### src/design/sampler_field_pkg.sv
// sampler field package: widths, modulus and sign codes of the sampled polynomial
package sampler_field_pkg;

  // coefficient count of one polynomial
  localparam int poly_n = 256;

  // one coefficient modulo q
  typedef logic [22:0] coeff_t;

  // ML-DSA modulus
  localparam coeff_t mldsa_q = 23'd8380417;

  // one random beat from the entropy stream
  typedef logic [23:0] ent_word_t;

  // destination memory address
  typedef logic [9:0] mem_addr_t;

  // sign memory index, one entry per coefficient
  typedef logic [7:0] sib_idx_t;

  // encoded sign of one coefficient
  typedef logic [1:0] sib_code_t;

  localparam sib_code_t sib_code_zero = 2'b00;
  localparam sib_code_t sib_code_pos  = 2'b01;
  // -1, decodes to q-1
  localparam sib_code_t sib_code_neg  = 2'b11;

endpackage

### src/design/sampler_ctrl_pkg.sv
// sampler control package: mode and state encodings and the structs between blocks
package sampler_ctrl_pkg;

  // sampling function selected for a run
  typedef enum logic [0:0] {
    REJ_SAMPLE     = 1'b0,
    SAMPLE_IN_BALL = 1'b1
  } sampler_mode_e;

  // sample-in-ball engine states
  typedef enum logic [2:0] {
    IDLE      = 3'd0,
    WAIT_BEAT = 3'd1,
    READ_J    = 3'd2,
    WRITE_I   = 3'd3,
    WRITE_J   = 3'd4,
    DONE      = 3'd5
  } sib_state_e;

  // one coefficient write to the destination memory
  typedef struct packed {
    logic                          dv;
    sampler_field_pkg::mem_addr_t  addr;
    sampler_field_pkg::coeff_t     data;
  } coeff_wr_t;

  // NTT read of the sign memory
  typedef struct packed {
    logic                         en;
    sampler_field_pkg::sib_idx_t  addr;
  } sib_rd_req_t;

  // single access to the sign memory
  typedef struct packed {
    logic                          cs;
    logic                          we;
    sampler_field_pkg::sib_idx_t   addr;
    sampler_field_pkg::sib_code_t  wdata;
  } sib_mem_req_t;

endpackage

### src/design/rej_sampler.sv
// rejection sampler that writes beats below q as coefficients upward from a base address
module rej_sampler (
  input  logic                            clk,
  input  logic                            rst_b,
  input  logic                            zeroize_i,
  input  logic                            start_i,
  input  logic                            ent_valid_i,
  input  sampler_field_pkg::ent_word_t    ent_data_i,
  input  sampler_field_pkg::mem_addr_t    dest_base_addr_i,
  output logic                            ent_hold_o,
  output sampler_ctrl_pkg::coeff_wr_t     mem_wr_o,
  output logic                            done_o
);
  import sampler_field_pkg::*;

  localparam int cnt_w = $clog2(poly_n) + 1;

  logic             active_q;
  logic [cnt_w-1:0] cnt_q;
  logic [cnt_w-1:0] cnt_cur;
  mem_addr_t        addr_q;
  mem_addr_t        addr_cur;
  logic             wr_dv_q;
  mem_addr_t        wr_addr_q;
  coeff_t           wr_data_q;
  logic             done_q;
  coeff_t           cand;
  logic             take;
  logic             accept;
  logic             last;

  assign cand = ent_data_i[22:0];

  // start cycle already consumes a beat
  assign take     = ent_valid_i & ~ent_hold_o & (active_q | start_i);
  assign accept   = take & (cand < mldsa_q);
  assign cnt_cur  = start_i ? '0 : cnt_q;
  assign addr_cur = start_i ? dest_base_addr_i : addr_q;
  assign last     = accept & (cnt_cur == cnt_w'(poly_n - 1));

  // hold off the stream during the final write and done
  assign ent_hold_o = ~active_q & (wr_dv_q | done_q);

  always_ff @(posedge clk or negedge rst_b) begin
    if (!rst_b) begin
      active_q <= 1'b0;
      cnt_q    <= '0;
      addr_q   <= '0;
      wr_dv_q  <= 1'b0;
      done_q   <= 1'b0;
    end else if (zeroize_i) begin
      active_q <= 1'b0;
      cnt_q    <= '0;
      addr_q   <= '0;
      wr_dv_q  <= 1'b0;
      done_q   <= 1'b0;
    end else begin
      active_q <= (active_q | start_i) & ~last;
      cnt_q    <= cnt_cur + cnt_w'(accept);
      addr_q   <= addr_cur + mem_addr_t'(accept);
      wr_dv_q  <= accept;
      done_q   <= wr_dv_q & ~active_q;
    end
  end

  always_ff @(posedge clk) begin
    if (accept) begin
      wr_data_q <= cand;
      wr_addr_q <= addr_cur;
    end
  end

  assign mem_wr_o = '{dv: wr_dv_q, addr: wr_addr_q, data: wr_data_q};
  assign done_o   = done_q;

  a_accept_writes_below_q: assert property (@(posedge clk) disable iff (!rst_b)
    mem_wr_o.dv |-> (mem_wr_o.data < mldsa_q));

endmodule

### src/design/sampler_top.sv
// coefficient sampler top: steers the beat stream to the selected sampler and tracks the run
module sampler_top #(
  parameter int SIB_TAU = 39
) (
  input  logic                            clk,
  input  logic                            rst_b,
  input  logic                            zeroize_i,
  input  logic                            start_i,
  input  sampler_ctrl_pkg::sampler_mode_e mode_i,
  input  sampler_field_pkg::mem_addr_t    dest_base_addr_i,
  input  logic                            ent_valid_i,
  input  sampler_field_pkg::ent_word_t    ent_data_i,
  input  sampler_ctrl_pkg::sib_rd_req_t   ntt_rd_i,
  output logic                            ent_hold_o,
  output sampler_ctrl_pkg::coeff_wr_t     mem_wr_o,
  output sampler_field_pkg::coeff_t       ntt_rd_data_o,
  output logic                            busy_o,
  output logic                            done_o
);
  import sampler_field_pkg::*;
  import sampler_ctrl_pkg::*;

  logic         sib_sel;
  logic         rej_start, rej_valid, rej_hold, rej_done;
  logic         sib_start, sib_valid, sib_hold, sib_done;
  logic         sib_clear, eng_grant;
  sib_mem_req_t eng_req;
  sib_mem_req_t mem_req;
  sib_code_t    mem_rdata;
  logic         busy_q;

  assign sib_sel   = (mode_i == SAMPLE_IN_BALL);
  assign rej_start = start_i & ~sib_sel;
  assign sib_start = start_i & sib_sel;
  assign rej_valid = ent_valid_i & ~sib_sel;
  assign sib_valid = ent_valid_i & sib_sel;

  assign ent_hold_o = sib_sel ? sib_hold : rej_hold;
  assign done_o     = sib_sel ? sib_done : rej_done;

  // busy drops the cycle after done
  always_ff @(posedge clk or negedge rst_b) begin
    if (!rst_b) begin
      busy_q <= 1'b0;
    end else if (zeroize_i) begin
      busy_q <= 1'b0;
    end else begin
      busy_q <= (busy_q | start_i) & ~done_o;
    end
  end

  assign busy_o = busy_q | start_i;

  rej_sampler u_rej_sampler (
    .clk              (clk),
    .rst_b            (rst_b),
    .zeroize_i        (zeroize_i),
    .start_i          (rej_start),
    .ent_valid_i      (rej_valid),
    .ent_data_i       (ent_data_i),
    .dest_base_addr_i (dest_base_addr_i),
    .ent_hold_o       (rej_hold),
    .mem_wr_o         (mem_wr_o),
    .done_o           (rej_done)
  );

  sib_engine #(
    .SIB_TAU (SIB_TAU)
  ) u_sib_engine (
    .clk         (clk),
    .rst_b       (rst_b),
    .zeroize_i   (zeroize_i),
    .start_i     (sib_start),
    .ent_valid_i (sib_valid),
    .ent_data_i  (ent_data_i),
    .grant_i     (eng_grant),
    .rd_code_i   (mem_rdata),
    .ent_hold_o  (sib_hold),
    .mem_req_o   (eng_req),
    .clear_o     (sib_clear),
    .done_o      (sib_done)
  );

  sib_mem_arbiter u_sib_mem_arbiter (
    .clk           (clk),
    .rst_b         (rst_b),
    .ntt_rd_i      (ntt_rd_i),
    .eng_req_i     (eng_req),
    .mem_rdata_i   (mem_rdata),
    .eng_grant_o   (eng_grant),
    .mem_req_o     (mem_req),
    .ntt_rd_data_o (ntt_rd_data_o)
  );

  // zeroize wipes the sign memory as well
  sib_mem u_sib_mem (
    .clk     (clk),
    .rst_b   (rst_b),
    .clear_i (sib_clear | zeroize_i),
    .req_i   (mem_req),
    .rdata_o (mem_rdata)
  );

  a_mode_known_while_busy: assert property (@(posedge clk) disable iff (!rst_b)
    busy_o |-> !$isunknown(mode_i));

endmodule

### src/design/sib_engine.sv
// sample-in-ball engine: places TAU signed ones into the sign memory from the beat stream
module sib_engine #(
  parameter int SIB_TAU = 39
) (
  input  logic                            clk,
  input  logic                            rst_b,
  input  logic                            zeroize_i,
  input  logic                            start_i,
  input  logic                            ent_valid_i,
  input  sampler_field_pkg::ent_word_t    ent_data_i,
  input  logic                            grant_i,
  input  sampler_field_pkg::sib_code_t    rd_code_i,
  output logic                            ent_hold_o,
  output sampler_ctrl_pkg::sib_mem_req_t  mem_req_o,
  output logic                            clear_o,
  output logic                            done_o
);
  import sampler_field_pkg::*;
  import sampler_ctrl_pkg::*;

  localparam sib_idx_t first_idx = sib_idx_t'(poly_n - SIB_TAU);
  localparam sib_idx_t last_idx  = sib_idx_t'(poly_n - 1);

  sib_state_e state_q;
  sib_state_e state_d;
  sib_idx_t   i_q;
  sib_idx_t   j_q;
  sib_idx_t   beat_j;
  logic       sign_q;
  sib_code_t  code_q;
  logic       rd_pend_q;
  logic       take;
  logic       place;

  assign beat_j = ent_data_i[7:0];
  assign take   = ent_valid_i & ~ent_hold_o & (state_q == WAIT_BEAT);
  // j above i is rejected and costs the cycle
  assign place  = take & (beat_j <= i_q);

  assign ent_hold_o = start_i | (state_q inside {READ_J, WRITE_I, WRITE_J, DONE});
  assign clear_o    = start_i;
  assign done_o     = (state_q == DONE);

  always_comb begin
    state_d   = state_q;
    mem_req_o = '0;
    unique case (state_q)
      WAIT_BEAT: begin
        if (place) state_d = READ_J;
      end
      READ_J: begin
        mem_req_o.cs   = 1'b1;
        mem_req_o.addr = j_q;
        if (grant_i) state_d = WRITE_I;
      end
      WRITE_I: begin
        mem_req_o.cs    = 1'b1;
        mem_req_o.we    = 1'b1;
        mem_req_o.addr  = i_q;
        // code at j arrives one cycle after the read, kept if the write waits
        mem_req_o.wdata = rd_pend_q ? rd_code_i : code_q;
        if (grant_i) state_d = WRITE_J;
      end
      WRITE_J: begin
        mem_req_o.cs    = 1'b1;
        mem_req_o.we    = 1'b1;
        mem_req_o.addr  = j_q;
        mem_req_o.wdata = sign_q ? sib_code_neg : sib_code_pos;
        if (grant_i) state_d = (i_q == last_idx) ? DONE : WAIT_BEAT;
      end
      default: state_d = IDLE;
    endcase
    if (start_i) state_d = WAIT_BEAT;
  end

  always_ff @(posedge clk or negedge rst_b) begin
    if (!rst_b) begin
      state_q   <= IDLE;
      i_q       <= '0;
      rd_pend_q <= 1'b0;
    end else if (zeroize_i) begin
      state_q   <= IDLE;
      i_q       <= '0;
      rd_pend_q <= 1'b0;
    end else begin
      state_q   <= state_d;
      rd_pend_q <= (state_q == READ_J) & grant_i;
      if (start_i) begin
        i_q <= first_idx;
      end else if ((state_q == WRITE_J) && grant_i && (i_q != last_idx)) begin
        i_q <= i_q + 1'b1;
      end
    end
  end

  always_ff @(posedge clk) begin
    if (place) begin
      j_q    <= beat_j;
      sign_q <= ent_data_i[8];
    end
    if (rd_pend_q) code_q <= rd_code_i;
  end

  a_j_not_above_i: assert property (@(posedge clk) disable iff (!rst_b)
    (state_q inside {WRITE_I, WRITE_J}) |-> (j_q <= i_q));

endmodule

### src/design/sib_mem.sv
// sign memory: 256 two-bit codes, registered read and single-cycle clear
module sib_mem (
  input  logic                            clk,
  input  logic                            rst_b,
  input  logic                            clear_i,
  input  sampler_ctrl_pkg::sib_mem_req_t  req_i,
  output sampler_field_pkg::sib_code_t    rdata_o
);
  import sampler_field_pkg::*;

  // flop array so the whole memory clears at once
  sib_code_t [poly_n-1:0] mem_q;

  always_ff @(posedge clk or negedge rst_b) begin
    if (!rst_b) begin
      mem_q <= '0;
    end else if (clear_i) begin
      mem_q <= '0;
    end else if (req_i.cs && req_i.we) begin
      mem_q[req_i.addr] <= req_i.wdata;
    end
  end

  always_ff @(posedge clk or negedge rst_b) begin
    if (!rst_b) begin
      rdata_o <= sib_code_zero;
    end else if (req_i.cs && !req_i.we) begin
      rdata_o <= mem_q[req_i.addr];
    end
  end

endmodule

### src/design/sib_mem_arbiter.sv
// sign memory arbiter that favors NTT reads over the engine and decodes NTT read codes
module sib_mem_arbiter (
  input  logic                            clk,
  input  logic                            rst_b,
  input  sampler_ctrl_pkg::sib_rd_req_t   ntt_rd_i,
  input  sampler_ctrl_pkg::sib_mem_req_t  eng_req_i,
  input  sampler_field_pkg::sib_code_t    mem_rdata_i,
  output logic                            eng_grant_o,
  output sampler_ctrl_pkg::sib_mem_req_t  mem_req_o,
  output sampler_field_pkg::coeff_t       ntt_rd_data_o
);
  import sampler_field_pkg::*;
  import sampler_ctrl_pkg::*;

  // returning read belongs to the NTT
  logic ntt_own_q;

  assign eng_grant_o = eng_req_i.cs & ~ntt_rd_i.en;

  always_comb begin
    if (ntt_rd_i.en) begin
      mem_req_o = '{cs: 1'b1, we: 1'b0, addr: ntt_rd_i.addr, wdata: sib_code_zero};
    end else begin
      mem_req_o = eng_req_i;
    end
  end

  always_ff @(posedge clk or negedge rst_b) begin
    if (!rst_b) begin
      ntt_own_q <= 1'b0;
    end else begin
      ntt_own_q <= ntt_rd_i.en;
    end
  end

  always_comb begin
    ntt_rd_data_o = '0;
    if (ntt_own_q) begin
      unique case (mem_rdata_i)
        sib_code_pos: ntt_rd_data_o = coeff_t'(1);
        sib_code_neg: ntt_rd_data_o = coeff_t'(mldsa_q - 1);
        default:      ntt_rd_data_o = '0;
      endcase
    end
  end

  a_ntt_blocks_engine: assert property (@(posedge clk) disable iff (!rst_b)
    ntt_rd_i.en |-> (!eng_grant_o && mem_req_o.cs && !mem_req_o.we &&
                     (mem_req_o.addr == ntt_rd_i.addr)));

endmodule

### config.mk
export PLATFORM = sky130hd
export DESIGN_NAME = sampler_top
export DESIGN_NICKNAME = d
export VERILOG_FILES = /design/src/design/sampler_field_pkg.sv /design/src/design/sampler_ctrl_pkg.sv /design/src/design/rej_sampler.sv /design/src/design/sampler_top.sv /design/src/design/sib_engine.sv /design/src/design/sib_mem.sv /design/src/design/sib_mem_arbiter.sv
export SDC_FILE = /design/constraint.sdc
export NUM_CORES = 1
export LEC_CHECK = 0
export BUFFER_PORTS_ARGS = -buffer_cell sky130_fd_sc_hd__buf_2
export CAP_MARGIN = 25
export CORE_ASPECT_RATIO = 0.6
export CORE_UTILIZATION = 57
export CTS_CLUSTER_DIAMETER = 80
export DETAILED_ROUTE_END_ITERATION = 16
export HOLD_SLACK_MARGIN = 0.02
export PLACE_DENSITY = 0.77
export SYNTH_ARGS = -nofsm -noshare
export SYNTH_HDL_FRONTEND = slang
export SYNTH_HIERARCHICAL = 1
export SYNTH_SLANG_ARGS = --single-unit
### constraint.sdc
create_clock -name clk -period 4.4 [get_ports clk]
set_input_delay 0.22 -clock clk [delete_from_list [all_inputs] [get_ports clk]]
set_output_delay 0.22 -clock clk [all_outputs]
set_load 0.005 [all_outputs]
==> flow_summary_export.csv <==
group,metric,value,unit
place,portBuffers,95,
hold_path,worstHoldPathType,"input port to register",
place,post-place-ws,553,ps
floorplan,die_h,182,um
sta,relSlewSlack,39.6,%
sta,setup_slack,404,ps
clocking,cts_setup_buffers,0,
yosys,synth_most_common_cell,"dfrtp_1",
sta,setup_viol,0,
sta,fin_crit,4000,ps
floorplan,die_x,301,um
yosys,yosys.area.top_type,"dfrtp_1",
clocking,cts_buffers,52,
sta,finClkSkew,23.6,ps
sta,setup_tns,0,ps
run_status,outcome,"complete, no violations",
clocking,cts_max_level,2,
worst_setup_path,cp_cell_sequence,"nand2b_1 > o21ai_0 > mux2_8 > buf_4 > mux4_2 > o22ai_1 > o31ai_1 > nand4_1 > or3_1 > o211ai_1",
sta,fin_crit_sh,90.8,%
floorplan,io_pins,109,
yosys,synth-simple-area-share,15.9,%
route,antenna_left,0,
yosys,synth-seq-cells,594,
job,drv_cap,0,
clocking,root_buffer,"clkbuf_16",
cells_and_area,area_growth,10.5,%
worst_setup_path,arrival,4520,ps
route,drt-total-wl,92100,um
floorplan,core,0.0528,mm2
sta,rsz0062_at_grt,"no",
route,drc,0,
yosys,yosysUniqueCellTypes,75,
yosys,synth_top_area_share,44.9,%
yosys,synth-main-ff-cell,"dfrtp_1",
place,hpwl,58600,um
yosys,ys_top_cells_by_area,"dfrtp_1 45%, mux2i_1 8.7%, mux4_2 8.7%, nand2_1 5.5%, nor2_1 5.2%",
worst_setup_path,crit_slowest_cell,"mux2_8",
worst_setup_path,critPathLaunchType,"register",
power_and_ir_drop,p_per_area,323,mW/mm2
sta,max_clock_freq,0.250,GHz
worst_setup_path,path_class,"register to register",
power_and_ir_drop,p_leak,13.9,nW
grt,grt_pass1_vias,24400,
worst_setup_path,critPathMaxFanout,44,
grt,grtUsageTotal,33.9,%
power_and_ir_drop,ir_drop,287,uV
floorplan,die_area,0.0547,mm2
clocking,clkTransAtPathRegs,70,ps
yosys,yosys_warnings,6,
yosys,synth_xor_area_share,0.343,%
yosys,synth_area_per_cell,9.87,um2
sta,final_max_slew_viol_count,0,
grt,grt_pass1_wl,143000,um
floorplan,start_util,58.0,%
grt,grt_max_degree,137,
yosys,synth_top_family_by_area,"multiplexers",
yosys,syn_inst,3104,
clocking,ctsResizeCount,0,
worst_setup_path,reg2reg_depth,10,
sta,tightest_slew,903,ps
yosys,muxShareOfSynthArea,18.4,%
yosys,syn_area,0.0306,mm2
sta,timing.hold.ws,44.3,ps
route,drt-initial-drc-count,3981,
worst_setup_path,cp.required,4920,ps
grt,grt_overflow,0,
worst_setup_path,end_kind,"register",
grt,antenna_found_initial,1,
hold_path,hold-path-cell-count,2,
yosys,synthAdderAreaFrac,0.572,%
route,viasPerCell,6.57,
clocking,clk_latency,610,ps
sta,finalHoldViolCount,0,
route,num_vias,25300,
yosys,ys_async_sr_fraction,92.6,%
floorplan,num_rows,65,
route,wl_per_cell,23.9,um
worst_setup_path,slowest_delay,640,ps
yosys,synth_common_cells,"550 x dfrtp_1, 452 x nand2_1, 426 x nor2_1, 312 x a21oi_1, 267 x mux2i_1",
place,gp_congestion,0.932,
yosys,ys_seq_area_share,49.2,%
route,drtPass1Iterations,7,
yosys,synth_edf_count,42,
cells_and_area,drive_gt1_share,14.5,%
clocking,cts_num_sinks,594,
clocking,cts_tree,"built",
cells_and_area,fin_nets,3173,
yosys,synth-compound-area-share,10.9,%
clocking,clockBufferDepth,3,
==> cell families after synthesis <==
family,count (synthesis)
simple gates,1136
compound gates,620
flops,594
mux,409
buf+inv,318
fa+ha+maj,14
xor+xnor,12
other cells,1
==> layout make-up <==
cell class	instances	area, um2
antenna	1	2.50
clock buffer	76	1500
clock inverter	15	125
fill	4033	18900
inverter	21	78.8
multi-input combinational	2203	14300
sequential	594	15100
tap	703	880
timing repair buffer	238	1910
==> timing repair <==
action,CTS,global route
hold buffers,36,0
setup endpoints to repair,0,0
endpoints found under the hold margin,136,0
==> critical path: cells and delay by family, from the launching register on <==
| kind | cells | cell delay, ps |
|---|---|---|
| simple gates | 3 | 1090 |
| compound gates | 4 | 1070 |
| mux | 2 | 910 |
| flops | 1 | 420 |
| buf+inv | 1 | 390 |
==> stage by stage <==
stage          instance area [um2]  instances  util (%)  power (mW)
2_1_floorplan                30700       3115         -        6.08
3_3_place_gp                 31800       3723      60.3        6.38
3_5_place_dp                 31800       3723      60.3        6.40
4_1_cts                      33800       3850      64.1        10.9
5_1_grt                      33800       3850      64.1        11.2
6_report                     33800       3851      64.1        10.9
==> where the power goes <==
part	internal, mW	switching [mW]
Sequential	5.54	0.0217
Clock	2.47	2.10
Combinational	0.234	0.548
==> flip-flops by register name, summed over array words and instances, names as in the netlist <==
signal and count:
u_rej_sampler/done_o 1, u_rej_sampler/active_q 1, u_sib_engine/j_q 8, u_rej_sampler/addr_q 10
u_sib_mem_arbiter/ntt_own_q 1, u_rej_sampler/cnt_q 9, busy_q 1, u_sib_engine/rd_pend_q 1
u_sib_mem/mem_q 512, u_sib_engine/i_q 8, u_rej_sampler/wr_dv_q 1, u_sib_engine/code_q 2
u_rej_sampler/wr_data_q 23, u_sib_engine/state_q 3, u_rej_sampler/wr_addr_q 10, u_sib_engine/sign_q 1
u_sib_mem/rdata_o 2
==> cells in the final DEF (no fill, tap or decap), types with 10 or more instances in the layout <==
cell type,netlist,final
dfrtp_1,550,550
nand2_1,452,452
nor2_1,426,424
a21oi_1,312,312
mux2i_1,267,267
o21ai_0,219,219
nand3_1,120,120
mux4_2,118,118
buf_2,24,94
buf_4,34,86
clkbuf_16,0,53
edfxtp_1,42,42
dlygate4sd3_1,0,36
a22oi_1,25,25
nor2b_1,22,22
buf_12,0,21
inv_1,18,18
nand4_1,16,16
mux2_2,17,15
clkbuf_1,203,14
ha_1,14,14
clkinv_2,0,13
nor3_1,14,13
a31oi_1,12,12
a211oi_1,13,12
conb_1,1,12
and3_1,10,10
==> metal layers <==
layer / global-route usage (%) / up-vias / wire [um]
li1: - / 10800 / -
met1: 51.7 / 12600 / 38000
met2: 46.5 / 1666 / 38800
met3: 10.4 / 192 / 13000
met4: 9.02 / 2 / 2240
met5: 0 / - / 13
==> final timing paths <==
kind	slack (ps)	start	endpoint
setup / recovery	400	u_sib_engine/state_q[2]	u_sib_mem/rdata_o[0]
hold / removal	40	dest_base_addr_i[5]	u_rej_sampler/wr_addr_q[5]
setup reg to reg	400	u_sib_engine/state_q[2]	u_sib_mem/rdata_o[0]
hold reg to reg	520	u_sib_mem/mem_q[505]	u_sib_mem/mem_q[505]
max in group asynchronous	2980	rst_b	u_sib_mem/mem_q[311]
min in group asynchronous	240	rst_b	u_sib_engine/i_q[6]
Power figures use the tool's default switching activity.
